File: src/design/lc3b_pkg.sv
package lc3b_pkg;

	// Datapath and storage sizes
	localparam int word_w = 16;
	localparam int num_regs = 8;
	localparam int reg_w = 3;
	localparam int rob_depth = 8;
	localparam int rob_addr_w = 3;
	localparam int num_alu_rs = 3;

	// Opcodes handled by the ALU stations
	localparam logic [3:0] op_add = 4'b0001;
	localparam logic [3:0] op_and = 4'b0101;
	localparam logic [3:0] op_not = 4'b1001;

	typedef enum logic [1:0]
	{
		alu_add,
		alu_and,
		alu_not
	} alu_op_e;

	// One instruction word, two decodings selected by bit 5
	typedef union packed
	{
		struct packed
		{
			logic [3:0] opcode;
			logic [reg_w-1:0] dr;
			logic [reg_w-1:0] sr1;
			logic mode;
			logic [1:0] pad;
			logic [reg_w-1:0] sr2;
		} reg_form;
		struct packed
		{
			logic [3:0] opcode;
			logic [reg_w-1:0] dr;
			logic [reg_w-1:0] sr1;
			logic mode;
			logic [4:0] imm5;
		} imm_form;
	} lc3b_instr;

endpackage

File: src/design/alu_rs_unit.sv
`timescale 1ns/10ps

module alu_rs_unit
(
	input logic clk,
	input logic rst_n,
	input logic rs_we,
	input lc3b_pkg::alu_op_e rs_op,
	input logic [lc3b_pkg::word_w-1:0] rs_vj,
	input logic [lc3b_pkg::word_w-1:0] rs_vk,
	input logic [lc3b_pkg::rob_addr_w-1:0] rs_qj,
	input logic [lc3b_pkg::rob_addr_w-1:0] rs_qk,
	input logic rs_rj,
	input logic rs_rk,
	input logic [lc3b_pkg::rob_addr_w-1:0] rs_dest_tag,
	output logic rs_full,
	output logic cdb_valid,
	output logic [lc3b_pkg::rob_addr_w-1:0] cdb_tag,
	output logic [lc3b_pkg::word_w-1:0] cdb_value
);

	lc3b_pkg::alu_op_e op_q [lc3b_pkg::num_alu_rs];
	logic [lc3b_pkg::word_w-1:0] vj_q [lc3b_pkg::num_alu_rs];
	logic [lc3b_pkg::word_w-1:0] vk_q [lc3b_pkg::num_alu_rs];
	logic [lc3b_pkg::rob_addr_w-1:0] qj_q [lc3b_pkg::num_alu_rs];
	logic [lc3b_pkg::rob_addr_w-1:0] qk_q [lc3b_pkg::num_alu_rs];
	logic [lc3b_pkg::rob_addr_w-1:0] dest_q [lc3b_pkg::num_alu_rs];
	logic [lc3b_pkg::num_alu_rs-1:0] busy, rj, rk;
	logic [lc3b_pkg::num_alu_rs-1:0] snoop_j, snoop_k, ready;
	logic [$clog2(lc3b_pkg::num_alu_rs)-1:0] wr_idx, sel_idx;
	logic sel_valid;
	logic [lc3b_pkg::word_w-1:0] alu_result;

	assign rs_full = &busy;
	assign ready = busy & rj & rk;
	assign sel_valid = |ready;

	always_comb
	begin
		wr_idx = '0;
		sel_idx = '0;
		// Walk downward so the lowest index is left standing
		for (int i = lc3b_pkg::num_alu_rs - 1; i >= 0; i--)
		begin
			if (!busy[i])
				wr_idx = ($clog2(lc3b_pkg::num_alu_rs))'(i);
			if (ready[i])
				sel_idx = ($clog2(lc3b_pkg::num_alu_rs))'(i);
		end
		for (int i = 0; i < lc3b_pkg::num_alu_rs; i++)
		begin
			snoop_j[i] = busy[i] && !rj[i] && cdb_valid && (qj_q[i] == cdb_tag);
			snoop_k[i] = busy[i] && !rk[i] && cdb_valid && (qk_q[i] == cdb_tag);
		end
		case (op_q[sel_idx])
			lc3b_pkg::alu_add: alu_result = vj_q[sel_idx] + vk_q[sel_idx];
			lc3b_pkg::alu_and: alu_result = vj_q[sel_idx] & vk_q[sel_idx];
			// NOT, vk holds all ones
			default: alu_result = vj_q[sel_idx] ^ vk_q[sel_idx];
		endcase
	end

	always_ff @(posedge clk)
	begin
		if (!rst_n)
		begin
			busy <= '0;
			rj <= '0;
			rk <= '0;
			cdb_valid <= 1'b0;
		end
		else
		begin
			cdb_valid <= sel_valid;
			rj <= rj | snoop_j;
			rk <= rk | snoop_k;
			if (sel_valid)
				busy[sel_idx] <= 1'b0;
			if (rs_we)
			begin
				busy[wr_idx] <= 1'b1;
				rj[wr_idx] <= rs_rj;
				rk[wr_idx] <= rs_rk;
			end
		end
	end

	always_ff @(posedge clk)
	begin
		for (int i = 0; i < lc3b_pkg::num_alu_rs; i++)
		begin
			if (snoop_j[i])
				vj_q[i] <= cdb_value;
			if (snoop_k[i])
				vk_q[i] <= cdb_value;
		end
		if (rs_we)
		begin
			op_q[wr_idx] <= rs_op;
			vj_q[wr_idx] <= rs_vj;
			vk_q[wr_idx] <= rs_vk;
			qj_q[wr_idx] <= rs_qj;
			qk_q[wr_idx] <= rs_qk;
			dest_q[wr_idx] <= rs_dest_tag;
		end
		if (sel_valid)
		begin
			cdb_tag <= dest_q[sel_idx];
			cdb_value <= alu_result;
		end
	end

endmodule

File: src/design/cpu_datapath.sv
`timescale 1ns/10ps

module cpu_datapath
(
	input logic clk,
	input logic rst_n,
	input logic [lc3b_pkg::word_w-1:0] imem_rdata,
	input logic imem_resp,
	output logic imem_read,
	output logic [lc3b_pkg::word_w-1:0] imem_address,
	output logic commit_valid,
	output logic [lc3b_pkg::reg_w-1:0] commit_dest,
	output logic [lc3b_pkg::word_w-1:0] commit_value
);

	// Fetch and issue
	lc3b_pkg::lc3b_instr instr;
	logic instr_valid, stall;

	// Register file lookups
	logic [lc3b_pkg::reg_w-1:0] sr1, sr2, dr;
	logic [lc3b_pkg::word_w-1:0] sr1_value, sr2_value;
	logic sr1_busy, sr2_busy, rename_we;
	logic [lc3b_pkg::rob_addr_w-1:0] sr1_tag, sr2_tag, rename_tag;

	// Reorder buffer
	logic rob_we, rob_full, src1_ready, src2_ready;
	logic [lc3b_pkg::reg_w-1:0] rob_dest;
	logic [lc3b_pkg::rob_addr_w-1:0] rob_src1_tag, rob_src2_tag, rob_tail, commit_tag;
	logic [lc3b_pkg::word_w-1:0] src1_value, src2_value;

	// Stations and CDB
	logic rs_we, rs_rj, rs_rk, rs_full, cdb_valid;
	lc3b_pkg::alu_op_e rs_op;
	logic [lc3b_pkg::word_w-1:0] rs_vj, rs_vk, cdb_value;
	logic [lc3b_pkg::rob_addr_w-1:0] rs_qj, rs_qk, rs_dest_tag, cdb_tag;

	fetch_unit fetch_unit_i (.clk, .rst_n, .stall, .imem_rdata, .imem_resp, .imem_read,
		.imem_address, .instr, .instr_valid);

	issue_control issue_control_i (.clk, .rst_n, .instr, .instr_valid, .stall,
		.sr1, .sr2, .dr, .sr1_value, .sr1_busy, .sr1_tag, .sr2_value, .sr2_busy, .sr2_tag,
		.rename_we, .rename_tag, .rob_we, .rob_dest, .rob_src1_tag, .rob_src2_tag,
		.rob_tail, .rob_full, .src1_ready, .src1_value, .src2_ready, .src2_value,
		.rs_we, .rs_op, .rs_vj, .rs_vk, .rs_qj, .rs_qk, .rs_rj, .rs_rk, .rs_dest_tag,
		.rs_full);

	reorder_buffer reorder_buffer_i (.clk, .rst_n, .rob_we, .rob_dest, .rob_src1_tag,
		.rob_src2_tag, .rob_tail, .rob_full, .src1_ready, .src1_value, .src2_ready,
		.src2_value, .cdb_valid, .cdb_tag, .cdb_value, .commit_valid, .commit_dest,
		.commit_value, .commit_tag);

	regfile regfile_i (.clk, .rst_n, .sr1, .sr2, .dr, .rename_we, .rename_tag,
		.commit_valid, .commit_dest, .commit_value, .commit_tag, .sr1_value, .sr1_busy,
		.sr1_tag, .sr2_value, .sr2_busy, .sr2_tag);

	alu_rs_unit alu_rs_unit_i (.clk, .rst_n, .rs_we, .rs_op, .rs_vj, .rs_vk, .rs_qj,
		.rs_qk, .rs_rj, .rs_rk, .rs_dest_tag, .rs_full, .cdb_valid, .cdb_tag, .cdb_value);

endmodule

File: src/design/fetch_unit.sv
`timescale 1ns/10ps

module fetch_unit
(
	input logic clk,
	input logic rst_n,
	input logic stall,
	input logic [lc3b_pkg::word_w-1:0] imem_rdata,
	input logic imem_resp,
	output logic imem_read,
	output logic [lc3b_pkg::word_w-1:0] imem_address,
	output lc3b_pkg::lc3b_instr instr,
	output logic instr_valid
);

	logic [lc3b_pkg::word_w-1:0] pc;
	logic take;

	// Issue accepts the held word this cycle
	assign take = instr_valid && !stall;
	assign imem_address = pc;

	always_ff @(posedge clk)
	begin
		if (!rst_n)
		begin
			pc <= '0;
			imem_read <= 1'b0;
			instr_valid <= 1'b0;
		end
		else if (imem_read && imem_resp)
		begin
			imem_read <= 1'b0;
			instr_valid <= 1'b1;
			pc <= pc + 16'd2;
		end
		else
		begin
			if (take)
				instr_valid <= 1'b0;
			// Only ask again once the slot is empty or being emptied
			if (!imem_read && (!instr_valid || take))
				imem_read <= 1'b1;
		end
	end

	always_ff @(posedge clk)
	begin
		if (imem_read && imem_resp)
			instr <= imem_rdata;
	end

endmodule

File: src/design/issue_control.sv
`timescale 1ns/10ps

module issue_control
(
	input logic clk,
	input logic rst_n,
	input lc3b_pkg::lc3b_instr instr,
	input logic instr_valid,
	output logic stall,
	// Register file
	output logic [lc3b_pkg::reg_w-1:0] sr1,
	output logic [lc3b_pkg::reg_w-1:0] sr2,
	output logic [lc3b_pkg::reg_w-1:0] dr,
	input logic [lc3b_pkg::word_w-1:0] sr1_value,
	input logic sr1_busy,
	input logic [lc3b_pkg::rob_addr_w-1:0] sr1_tag,
	input logic [lc3b_pkg::word_w-1:0] sr2_value,
	input logic sr2_busy,
	input logic [lc3b_pkg::rob_addr_w-1:0] sr2_tag,
	output logic rename_we,
	output logic [lc3b_pkg::rob_addr_w-1:0] rename_tag,
	// Reorder buffer
	output logic rob_we,
	output logic [lc3b_pkg::reg_w-1:0] rob_dest,
	output logic [lc3b_pkg::rob_addr_w-1:0] rob_src1_tag,
	output logic [lc3b_pkg::rob_addr_w-1:0] rob_src2_tag,
	input logic [lc3b_pkg::rob_addr_w-1:0] rob_tail,
	input logic rob_full,
	input logic src1_ready,
	input logic [lc3b_pkg::word_w-1:0] src1_value,
	input logic src2_ready,
	input logic [lc3b_pkg::word_w-1:0] src2_value,
	// Reservation stations
	output logic rs_we,
	output lc3b_pkg::alu_op_e rs_op,
	output logic [lc3b_pkg::word_w-1:0] rs_vj,
	output logic [lc3b_pkg::word_w-1:0] rs_vk,
	output logic [lc3b_pkg::rob_addr_w-1:0] rs_qj,
	output logic [lc3b_pkg::rob_addr_w-1:0] rs_qk,
	output logic rs_rj,
	output logic rs_rk,
	output logic [lc3b_pkg::rob_addr_w-1:0] rs_dest_tag,
	input logic rs_full
);

	logic [3:0] opcode;
	logic is_alu;
	logic is_not;
	logic go;
	logic [lc3b_pkg::word_w-1:0] imm_ext;
	logic [lc3b_pkg::word_w-1:0] issued_count;

	assign opcode = instr.reg_form.opcode;
	assign is_not = (opcode == lc3b_pkg::op_not);
	assign is_alu = (opcode == lc3b_pkg::op_add) || (opcode == lc3b_pkg::op_and) || is_not;
	assign imm_ext = {{(lc3b_pkg::word_w-5){instr.imm_form.imm5[4]}}, instr.imm_form.imm5};

	// Non-ALU words pass through without stalling or allocating
	assign stall = instr_valid && is_alu && (rob_full || rs_full);
	assign go = instr_valid && is_alu && !rob_full && !rs_full;

	assign sr1 = instr.reg_form.sr1;
	assign sr2 = instr.reg_form.sr2;
	assign dr = instr.reg_form.dr;
	assign rob_we = go;
	assign rs_we = go;
	assign rename_we = go;
	assign rename_tag = rob_tail;
	assign rs_dest_tag = rob_tail;
	assign rob_dest = instr.reg_form.dr;
	assign rob_src1_tag = sr1_tag;
	assign rob_src2_tag = sr2_tag;
	assign rs_qj = sr1_tag;
	assign rs_qk = sr2_tag;

	always_comb
	begin
		case (opcode)
			lc3b_pkg::op_and: rs_op = lc3b_pkg::alu_and;
			lc3b_pkg::op_not: rs_op = lc3b_pkg::alu_not;
			default: rs_op = lc3b_pkg::alu_add;
		endcase

		// Register file first, then the ROB, else wait on the tag
		rs_vj = sr1_busy ? src1_value : sr1_value;
		rs_rj = !sr1_busy || src1_ready;

		if (is_not)
		begin
			// Complement is computed as XOR with all ones
			rs_vk = '1;
			rs_rk = 1'b1;
		end
		else if (instr.imm_form.mode)
		begin
			rs_vk = imm_ext;
			rs_rk = 1'b1;
		end
		else
		begin
			rs_vk = sr2_busy ? src2_value : sr2_value;
			rs_rk = !sr2_busy || src2_ready;
		end
	end

	always_ff @(posedge clk)
	begin
		if (!rst_n)
			issued_count <= '0;
		else if (go)
			issued_count <= issued_count + 1'b1;
	end

endmodule

File: src/design/regfile.sv
`timescale 1ns/10ps

module regfile
(
	input logic clk,
	input logic rst_n,
	input logic [lc3b_pkg::reg_w-1:0] sr1,
	input logic [lc3b_pkg::reg_w-1:0] sr2,
	input logic [lc3b_pkg::reg_w-1:0] dr,
	input logic rename_we,
	input logic [lc3b_pkg::rob_addr_w-1:0] rename_tag,
	input logic commit_valid,
	input logic [lc3b_pkg::reg_w-1:0] commit_dest,
	input logic [lc3b_pkg::word_w-1:0] commit_value,
	input logic [lc3b_pkg::rob_addr_w-1:0] commit_tag,
	output logic [lc3b_pkg::word_w-1:0] sr1_value,
	output logic sr1_busy,
	output logic [lc3b_pkg::rob_addr_w-1:0] sr1_tag,
	output logic [lc3b_pkg::word_w-1:0] sr2_value,
	output logic sr2_busy,
	output logic [lc3b_pkg::rob_addr_w-1:0] sr2_tag
);

	logic [lc3b_pkg::word_w-1:0] value_q [lc3b_pkg::num_regs];
	logic [lc3b_pkg::rob_addr_w-1:0] tag_q [lc3b_pkg::num_regs];
	logic [lc3b_pkg::num_regs-1:0] busy_q;
	logic commit_hit;

	// Older results whose register was renamed again are dropped
	assign commit_hit = commit_valid && busy_q[commit_dest]
		&& (tag_q[commit_dest] == commit_tag);

	assign sr1_value = value_q[sr1];
	assign sr1_busy = busy_q[sr1];
	assign sr1_tag = tag_q[sr1];
	assign sr2_value = value_q[sr2];
	assign sr2_busy = busy_q[sr2];
	assign sr2_tag = tag_q[sr2];

	always_ff @(posedge clk)
	begin
		if (!rst_n)
		begin
			for (int i = 0; i < lc3b_pkg::num_regs; i++)
				value_q[i] <= '0;
			busy_q <= '0;
		end
		else
		begin
			if (commit_hit)
			begin
				value_q[commit_dest] <= commit_value;
				busy_q[commit_dest] <= 1'b0;
			end
			// New rename wins over a retire to the same register
			if (rename_we)
				busy_q[dr] <= 1'b1;
		end
	end

	always_ff @(posedge clk)
	begin
		if (rename_we)
			tag_q[dr] <= rename_tag;
	end

endmodule

File: src/design/reorder_buffer.sv
`timescale 1ns/10ps

module reorder_buffer
(
	input logic clk,
	input logic rst_n,
	input logic rob_we,
	input logic [lc3b_pkg::reg_w-1:0] rob_dest,
	input logic [lc3b_pkg::rob_addr_w-1:0] rob_src1_tag,
	input logic [lc3b_pkg::rob_addr_w-1:0] rob_src2_tag,
	output logic [lc3b_pkg::rob_addr_w-1:0] rob_tail,
	output logic rob_full,
	output logic src1_ready,
	output logic [lc3b_pkg::word_w-1:0] src1_value,
	output logic src2_ready,
	output logic [lc3b_pkg::word_w-1:0] src2_value,
	input logic cdb_valid,
	input logic [lc3b_pkg::rob_addr_w-1:0] cdb_tag,
	input logic [lc3b_pkg::word_w-1:0] cdb_value,
	output logic commit_valid,
	output logic [lc3b_pkg::reg_w-1:0] commit_dest,
	output logic [lc3b_pkg::word_w-1:0] commit_value,
	output logic [lc3b_pkg::rob_addr_w-1:0] commit_tag
);

	logic [lc3b_pkg::rob_addr_w-1:0] head;
	logic [lc3b_pkg::rob_addr_w-1:0] tail;
	logic [lc3b_pkg::rob_addr_w:0] count;
	logic [lc3b_pkg::rob_depth-1:0] done;
	logic [lc3b_pkg::reg_w-1:0] dest_q [lc3b_pkg::rob_depth];
	logic [lc3b_pkg::word_w-1:0] value_q [lc3b_pkg::rob_depth];
	logic retire;

	assign rob_tail = tail;
	assign rob_full = (count == (lc3b_pkg::rob_addr_w+1)'(lc3b_pkg::rob_depth));
	assign retire = (count != '0) && done[head];

	// Retired entries keep their value until reallocated, so a
	// register still marked busy can read it here
	assign src1_ready = done[rob_src1_tag] || (cdb_valid && (cdb_tag == rob_src1_tag));
	assign src1_value = done[rob_src1_tag] ? value_q[rob_src1_tag] : cdb_value;
	assign src2_ready = done[rob_src2_tag] || (cdb_valid && (cdb_tag == rob_src2_tag));
	assign src2_value = done[rob_src2_tag] ? value_q[rob_src2_tag] : cdb_value;

	always_ff @(posedge clk)
	begin
		if (!rst_n)
		begin
			head <= '0;
			tail <= '0;
			count <= '0;
			done <= '0;
			commit_valid <= 1'b0;
		end
		else
		begin
			commit_valid <= retire;
			if (rob_we)
			begin
				done[tail] <= 1'b0;
				tail <= tail + 1'b1;
			end
			if (cdb_valid)
				done[cdb_tag] <= 1'b1;
			if (retire)
				head <= head + 1'b1;
			count <= count + {{lc3b_pkg::rob_addr_w{1'b0}}, rob_we}
				- {{lc3b_pkg::rob_addr_w{1'b0}}, retire};
		end
	end

	always_ff @(posedge clk)
	begin
		if (rob_we)
			dest_q[tail] <= rob_dest;
		if (cdb_valid)
			value_q[cdb_tag] <= cdb_value;
		if (retire)
		begin
			commit_dest <= dest_q[head];
			commit_value <= value_q[head];
			commit_tag <= head;
		end
	end

endmodule

File: config.mk
export PLATFORM = sky130hd
export DESIGN_NAME = cpu_datapath
export DESIGN_NICKNAME = d
export VERILOG_FILES = /design/src/design/lc3b_pkg.sv /design/src/design/alu_rs_unit.sv /design/src/design/cpu_datapath.sv /design/src/design/fetch_unit.sv /design/src/design/issue_control.sv /design/src/design/regfile.sv /design/src/design/reorder_buffer.sv
export SDC_FILE = /design/constraint.sdc
export NUM_CORES = 1
export LEC_CHECK = 0
export BUFFER_PORTS_ARGS = -buffer_cell sky130_fd_sc_hd__buf_2
export CAP_MARGIN = 20
export CELL_PAD_IN_SITES_DETAIL_PLACEMENT = 2
export CELL_PAD_IN_SITES_GLOBAL_PLACEMENT = 2
export CORE_MARGIN = 2
export CORE_UTILIZATION = 41
export CTS_CLUSTER_DIAMETER = 80
export DETAILED_ROUTE_END_ITERATION = 16
export PLACE_DENSITY_LB_ADDON = 0.25
export SYNTH_ARGS = -nofsm -noshare
export SYNTH_HDL_FRONTEND = slang
export SYNTH_HIERARCHICAL = 1
export SYNTH_SLANG_ARGS = --single-unit
File: constraint.sdc
create_clock -name clk -period 3.8 [get_ports clk]
set_input_delay 0.57 -clock clk [delete_from_list [all_inputs] [get_ports clk]]
set_output_delay 0.57 -clock clk [all_outputs]
set_load 0.05 [all_outputs]
### Word level (Yosys, flattened, before mapping)

Memory sizes are Yosys's and may differ from the RTL's. A register that Yosys moved wholly into a read port is not among the register bits.
Cells that the tools add are included.
W data, S select, Z words.

* add/subtract/negate cells: 6
* $lt $le $gt $ge: 17
* equality and inequality tests: 14
* mux-type cells: 82
* bitwise operators: 16
* reduce and logical (&&, ||, !) cells: 64

Operators by type and width (count)
* $mux W16: 7
* $mux W8: 6
* $mux W1: 37
* $logic_and A1 B1 Y1: 36
* $lt A3 B4 Y1 const B: 9
* $pmux W16 S2: 1
* $mux W3: 10
* $eq A3 B3 Y1: 9
* $bmux W1 S3: 6
* $add A16 B16 Y16: 1
* $add A16 B2 Y16 const B: 1
* $and A16 B16 Y16: 1
* $and A8 B8 Y8: 2
* $not A8 Y8: 2
* $or A8 B8 Y8: 2
* $reduce_or A16 Y1: 1
* $xor A16 B16 Y16: 1
* $logic_not A1 Y1: 13
* $demux W1 S3: 4
* $ge A3 B1 Y1 const B: 4
* $mux W2: 6
* $and A3 B3 Y3: 3
* $or A3 B3 Y3: 3
* $eq A4 B4 Y1 const B: 2
* other kinds (20): 32

* bits in registers: 90
* bits in writable memories: 433
* bits of input ports: 19
* memories kept: 10

Memory list
* regfile_i.value_q: depth 8, bits a word 16, read ports 2, clocked after Yosys merged registers in 2, wr ports 8, line regfile.sv:24 `logic [lc3b_pkg::word_w-1:0] value_q [lc3b_pkg::num_regs];`
* reorder_buffer_i.value_q: depth 8, bits a word 16, read ports 3, clocked after Yosys merged registers in 1, wr ports 1, line reorder_buffer.sv:31 `logic [lc3b_pkg::word_w-1:0] value_q [lc3b_pkg::rob_depth];`
* alu_rs_unit_i.vj_q: depth 3, bits a word 16, read ports 1, clocked after Yosys merged registers in 0, wr ports 4, line alu_rs_unit.sv:23 `logic [lc3b_pkg::word_w-1:0] vj_q [lc3b_pkg::num_alu_rs];`
* alu_rs_unit_i.vk_q: depth 3, bits a word 16, read ports 1, clocked after Yosys merged registers in 0, wr ports 4, line alu_rs_unit.sv:24 `logic [lc3b_pkg::word_w-1:0] vk_q [lc3b_pkg::num_alu_rs];`
* regfile_i.tag_q: depth 8, bits a word 3, read ports 3, clocked after Yosys merged registers in 2, wr ports 1, line regfile.sv:25 `logic [lc3b_pkg::rob_addr_w-1:0] tag_q [lc3b_pkg::num_regs];`
* reorder_buffer_i.dest_q: depth 8, bits a word 3, read ports 1, clocked after Yosys merged registers in 1, wr ports 1, line reorder_buffer.sv:30 `logic [lc3b_pkg::reg_w-1:0] dest_q [lc3b_pkg::rob_depth];`
* +4 memories

### Logic depth before layout (Yosys ltp)

Gate-level depths: netlist of run 1.

* depth in word-level cells: 15
* depth in mapped cells: 16
* depth with buffers taken out: 11

### Hierarchy

The synthesis of run 1 kept the hierarchy.

By module, submodules not included
* reorder_buffer: times used 1, cells each 568, area each 9836.9 um^2, seq. area each 5605.4 um^2
* regfile: times used 1, cells each 550, area each 8401.8 um^2, seq. area each 4724.5 um^2
* alu_rs_unit: times used 1, cells each 765, area each 7756.2 um^2, seq. area each 4644.5 um^2
* fetch_unit: times used 1, cells each 110, area each 1286.2 um^2, seq. area each 820.8 um^2
* issue_control: times used 1, cells each 105, area each 874.6 um^2, seq. area each 0.0 um^2

### Least setup slack after synthesis of run 1

No wires, ideal clock.

* path type: reg2reg
* start point: register fetch_unit_i/instr[0] in the netlist's numbering
* end point: memory alu_rs_unit_i/vk_q[0][6] in the netlist's numbering, data pin
* library setup time: 0.255 ns
* data arrival time: 3.471 ns
* slack: 0.074 ns
* stages on the path, launching flop included: 16
* path buffers: 6
* path through: edfxtp_1 -> buf_4 -> clkbuf_1 -> clkbuf_1 -> mux4_2 -> mux2_2 -> buf_4 -> buf_6 -> mux4_2 -> mux2i_4 -> buf_4 -> o21ai_1 -> mux2i_1 -> o211ai_1 -> nand2_1 -> nand2_1

RTL lines
* start: declaration: line fetch_unit.sv:12 `output lc3b_pkg::lc3b_instr instr,`
* start signal: assignment: line fetch_unit.sv:50 `instr <= imem_rdata;`
* end: declaration: line alu_rs_unit.sv:24

==> results of run 1 <==
[cells by family after synthesis]
family,synth area share (%)
DFF,56.10
xor gates and xnor gates,0.9954
other,0.01332
muxes,20.89
buffers and inverters,3.751
and+or+nand+nor,10.93
adders and majority gates,1.226
AOI/OAI and AO/OA,6.093
[power groups by stage]
stage	combinational [mW]	clock, mW	sequential [mW]
6_report	0.604	6.50	6.57
5_1_grt	0.634	6.80	6.57
4_1_cts	0.603	6.60	6.57
3_5_place_dp	0.598	0	6.69
3_3_place_gp	0.582	0	6.68
2_1_floorplan	0.401	0	6.67
[layout by cell type (no fill, tap or decap), drive strengths merged, types with 4 or more instances in the layout]
master / synthesis / final
a21o: 6 / 6
a21oi: 69 / 69
a22oi: 7 / 7
a31o: 9 / 9
and2: 17 / 17
and3: 7 / 7
buf: 108 / 155
bufinv: 0 / 7
clkbuf: 64 / 85
clkinv: 0 / 17
dfxtp: 54 / 54
edfxtp: 490 / 490
ha: 26 / 26
inv: 21 / 23
mux2: 78 / 78
mux2i: 74 / 74
mux4: 188 / 188
nand2: 350 / 350
nand2b: 22 / 22
nand3: 23 / 23
nand4: 13 / 13
nand4b: 5 / 5
nor2: 199 / 199
nor2b: 16 / 16
nor3: 13 / 13
nor3b: 6 / 6
nor4: 8 / 8
o211ai: 19 / 19
o21a: 7 / 7
o21ai: 64 / 64
o221a: 6 / 6
o22ai: 42 / 42
or3: 4 / 4
or4: 7 / 7
xnor2: 12 / 12
xor2: 20 / 20
[metal layers]
layer	track usage [%]	vias to the layer above
li1	-	8062
met2	47.85	585
met1	34.04	10070
met3	3.789	188
met4	10.08	0
met5	0	-
[cell type report]
type | instances | area share, %
sequential | 544 | 49.90
multi-input combinational | 1361 | 35.92
clock buffer | 85 | 5.801
timing repair buffer | 155 | 3.549
tap | 882 | 3.485
clock inverter | 29 | 1.095
inverter | 21 | 0.2490
antenna | 1 | 0.007904
[registers in the layout, summed over array words and instances (netlist names), 4 cells and up]
name                           cells
alu_rs_unit_i/cdb_value           16
alu_rs_unit_i/dest_q               9
alu_rs_unit_i/op_q                 6
alu_rs_unit_i/qj_q                 9
alu_rs_unit_i/qk_q                 9
alu_rs_unit_i/vj_q                48
alu_rs_unit_i/vk_q                48
fetch_unit_i/imem_address         15
fetch_unit_i/instr                16
regfile_i/busy_q                   8
regfile_i/tag_q                   24
regfile_i/value_q                128
reorder_buffer_i/commit_value     16
reorder_buffer_i/count             4
reorder_buffer_i/dest_q           24
reorder_buffer_i/done              8
reorder_buffer_i/value_q         128
[stage by stage]
stage	area, sq um	hold WS [ps]	setup WS (ps)
after global routing	31660	111.1	107.2
final	31660	134.1	191.5
after CTS	31630	99.43	97.59
after detailed placement	29450	478.7	110.0
after global placement	29430	455.3	219.6
after floorplan	28160	406.4	74.22
[worst paths after layout]
| check | end | slack (ps) | cells past startpoint |
|---|---|---|---|
| min | fetch_unit_i/instr[10] | 130 | 1 |
| min reg2reg | fetch_unit_i/imem_address[15] | 490 | 2 |
| max | alu_rs_unit_i/vk_q[0][6] | 190 | 10 |
| max reg2reg | alu_rs_unit_i/vk_q[0][6] | 190 | 10 |
[critical path, cell delays in order (launching register included)]
cell and delay (ps):
edfxtp_1 750, mux4_2 400, mux2_2 340, mux4_2 470
mux2i_4 180, buf_12 230, o21ai_1 100, mux2i_1 340
o211ai_1 280, nand2_1 160, nand2_1 60
==> out/qor.yml, run 1 <==
status:
  status: "finished, final reports clean"
final_layout:
  drive_gt1_share_pct: 25.88
  multi_input_area_sq_um: 11370
  fin_cells: 3078
  ff_latch_area_sq_um: 15800
  fillers: 6511
  postLayoutCoreUtil_pct: 46.33
  area_growth_pct: 12.45
  nets: 2195
timing:
  layout_min_cycle_time_ps: 3608
  slew_viol_final: 0
  setup_viol: 0
  fmax_mhz: 277.1
  hold_viol: 0
  rsz0062_at_grt: "no"
  period_share_pct: 94.96
  tns_ps: 0
  slew_headroom_pct: 35.06
  clock_skew_ps: 27.60
  worst_slew_pin_slew_ps: 966.6
yosys:
  yosysSeqAreaShare_pct: 56.10
  yosysWarnings: 6
  syn_inst: 2098
  async_flop_share_pct: 0
  synth_nets: 2144
  avgSynthCellArea_sq_um: 13.42
  ys_types: 83
  syn-cell-area_sq_um: 28160
  ys_ff_latch: 544
  synth_edf_count: 490
  synth-main-ff-cell: "edfxtp_1"
  synth_most_common_cell: "edfxtp_1"
  synth_top_area_share_pct: 52.26
  synth_area_leader_cell: "edfxtp_1"
  synth_common_cells: "edfxtp_1, nand2_1, nor2_1, mux4_2, mux2_2"
  synthTopCellsByArea: "edfxtp_1, mux4_2, nand2_1"
worst_hold_path:
  hold_start: "imem_rdata[10]"
  hold_path_class: "input pin to flop"
worst_setup_path:
  start_kind: "flop"
  path_max_fanout: 33
  arrival_ps: 3940
  end_kind: "flop"
  r2r-start: "fetch_unit_i/instr[1]"
  crit_required_ps: 4130
  criticalPathCategory: "flop to flop"
  cp-startpoint: "fetch_unit_i/instr[1]"
global_route:
  grt_pass1_vias: 21350
  grt_max_degree: 73
  antenna_found_initial: 1
  grt_usage_pct: 27.16
  grt_overflow_total: 0
  grt_pass1_wl_mm: 140.7
detailed_routing:
  routed_wl_mm: 94.77
  detail_route.first_pass.iterations: 5
  maxUsedRoutingLayer: "met4"
  initialDrtViolationCount: 1667
  wl_met1_mm: 37.55
  viasPerCell: 6.143
  via_count: 18910
  ant_nets: 0
  drc: 0
  wire_per_inst_um: 30.79
  wl_met3_mm: 4.602
  met2_wirelength_mm: 49.00
floorplanning:
  dieHeight_um: 266.1
  io-pin-count: 56
  die_w_um: 266.1
  coreArea_sq_um: 68350
  start_util_pct: 41.20
  placementRows: 96
  design.die.area_sq_um: 70790
cts:
  cts_max_path_buffers: 3
  clk_latency_ps: 610
  postCtsSetupRepairBufs: 0
  clk_pin_slew_worst_paths_ps: 60
  cts_buffers: 66
  holdBufCountCts: 0
  cts.repair.resized: 0
  clock-sinks: 544
  cts_max_level: 3
  cts-root-buf: "clkbuf_16"
  cts_tree: "done"
placement:
  gp_congestion: 0.8028
  dpl.cell_count: 2961
  dp_hpwl_mm: 61.50
  port_buffers: 54
power_and_ir_drop:
  total_power_mw: 13.67
  power_frac_comb_pct: 4.4
  leakagePower_nw: 11.15
  swShare_pct: 22.08
  powerDensity_nw_per_um2: 431.9
  seqPwrFrac_pct: 48.0
  power.net_switching_mw: 3.020
  ir_drop_v: 0.0003780
  clkPwrFrac_pct: 47.6
  p_int_mw: 10.66
flow_run:
  drv_cap: 0
Note: power is estimated with default switching activity, not from simulation.
==> run 2, diff against run 1 <==
- CORE_ASPECT_RATIO: not set -> 0.7
==> run 2 against run 1 <==
Against the previous run:
- register-to-register slack got worse by 20 ps
- clock skew shrank 10 ps
- sequential share of layout area is 0.58 points higher
- maximum frequency down 0.54%
- highest routed layer unchanged
- worst hold slack got worse by 30 ps
- core utilization fell by 0.34 points
- critical path type unchanged
- combinational power about the same
- flip-flop and latch count stayed put
==> out/qor.yml, run 2 (synthesized netlist as in run 1, its figures left out) <==
cts:
  cts.repair.resized: 0
  cts_max_level: 2
  cts_max_path_buffers: 3
  cts_buffers: 55
  holdBufCountCts: 0
  cts_tree: "done"
  clk_pin_slew_worst_paths_ps: 60
  clk_latency_ps: 640
  cts-root-buf: "clkbuf_16"
  clock-sinks: 544
floorplanning:
  design.die.area_sq_um: 70820
  coreArea_sq_um: 68070
  dieHeight_um: 223.3
  io-pin-count: 56
  placementRows: 80
  start_util_pct: 41.37
  die_w_um: 317.2
power_and_ir_drop:
  clkPwrFrac_pct: 44.3
  swShare_pct: 22.48
  total_power_mw: 12.85
  p_int_mw: 9.964
  leakagePower_nw: 10.96
  ir_drop_v: 0.0003235
  powerDensity_nw_per_um2: 410.6
  power_frac_comb_pct: 4.7
  power.net_switching_mw: 2.889
  seqPwrFrac_pct: 51.0
placement:
  port_buffers: 54
  pre_cts_slack_ps: -47.48
  dp_hpwl_mm: 62.77
  place_area_sq_um: 29450
  gp_congestion: 0.8036
  dpl.cell_count: 2973
final_layout:
  top_regs: "regfile_i/value_q (128), reorder_buffer_i/value_q (128)"
  drive_gt1_share_pct: 25.22
  area_growth_pct: 11.18
  final_common_cell: "edfxtp_1"
  diodes: 0
  nets: 2177
  fin_cells: 3079
  post-route-cell-area_sq_um: 31300
  mostFrequentLayoutCells: "edfxtp_1, nand2_1, nor2_1, mux4_2, buf_4"
  postLayoutCoreUtil_pct: 45.99
timing:
  slew_viol_final: 0
  clock_skew_ps: 17.24
  hold_viol: 0
  fin_ws_ps: 172.1
  period_share_pct: 95.47
  fmax_mhz: 275.6
  slew_headroom_pct: 39.23
  layout_min_cycle_time_ps: 3628
  setup_viol: 0
  worst_slew_pin_slew_ps: 904.5
  rsz0062_at_grt: "yes"
worst_setup_path:
  path_max_fanout: 32
  crit_required_ps: 4180
  end_kind: "flop"
  crit_family: "compound AO/OA/AOI/OAI gates"
  arrival_ps: 4010
  cp_cell_sequence: "nand3_1 -> nand2b_1 -> buf_12 -> o22ai_1 -> a21oi_1 -> ha_1 -> and3_1 -> a221oi_2 -> o211ai_1 -> a41oi_1 -> mux2i_1 -> a221o_1"
  cp_slowest_cell: "a221oi_2"
  worst-path-buf-inv: 1
  criticalPathCategory: "flop to flop"
  start_kind: "flop"
  max_stage_delay_ps: 410
detailed_routing:
  ant_nets: 0
  drc: 0
  routed_wl_mm: 95.08
  viasPerCell: 6.217
  met2_wirelength_mm: 45.56
  detail_route.first_pass.iterations: 7
  initialDrtViolationCount: 1810
  maxUsedRoutingLayer: "met4"
  via_count: 19140
  wire_per_inst_um: 30.88
  wl_met3_mm: 4.885
  wl_met1_mm: 42.47
global_route:
  antenna_found_initial: 1
  grt_overflow_total: 0
  grt_usage_pct: 27.19
  grt_pass1_wl_mm: 141.1
  grt_max_degree: 54
  grt_pass1_vias: 21030
status:
  status: "finished, final reports clean"
worst_hold_path:
  hold_path_class: "input pin to flop"
flow_run:
  drv_cap: 0
## run 2: stage by stage
| step | hold slack (ps) | TNS [ps] |
|---|---|---|
| after global placement | 448.4 | 0 |
| after detailed placement | 467.8 | -117.9 |
| after floorplan | 406.4 | 0 |
| after global routing | 87.81 | -2.266 |
| after CTS | 62.93 | 0 |
| final | 104.0 | 0 |
## run 2: metal layers
metal,up-vias,global-route usage (%)
li1,8022,-
met2,638,43.85
met4,0,7.088
met5,-,0
met1,10340,39.08
met3,141,3.300
## run 2: worst paths after layout
| check | startpoint | depth (start not counted) | to | slack (ps) |
|---|---|---|---|---|
| max | alu_rs_unit_i/rj[2] | 12 | alu_rs_unit_i/cdb_value[13] | 170 |
| min | imem_rdata[10] | 1 | fetch_unit_i/instr[10] | 100 |
| max reg2reg | alu_rs_unit_i/rj[2] | 12 | alu_rs_unit_i/cdb_value[13] | 170 |
| min reg2reg | fetch_unit_i/imem_address[15] | 2 | fetch_unit_i/imem_address[15] | 480 |
## run 2: final cells by class
| class | count | area [sq um] |
|---|---|---|
| clock buffer | 65 | 1456 |
| clock inverter | 38 | 354.1 |
| fill | 6612 | 36760 |
| inverter | 21 | 78.83 |
| multi-input combinational | 1361 | 11380 |
| sequential | 544 | 15800 |
| tap | 902 | 1129 |
| timing repair buffer | 148 | 1109 |
## run 2: power by group through the flow
stage / registers (mW) / clock network [mW] / logic, mW
2_1_floorplan: 6.67 / 0 / 0.401
3_3_place_gp: 6.68 / 0 / 0.573
3_5_place_dp: 6.69 / 0 / 0.593
4_1_cts: 6.56 / 5.79 / 0.602
5_1_grt: 6.57 / 5.98 / 0.634
6_report: 6.56 / 5.69 / 0.603
## run 2: what timing repair did
action,CTS,global route
pin swaps,0,0
endpoints found under the setup margin,3,1
setup buffers,2,0
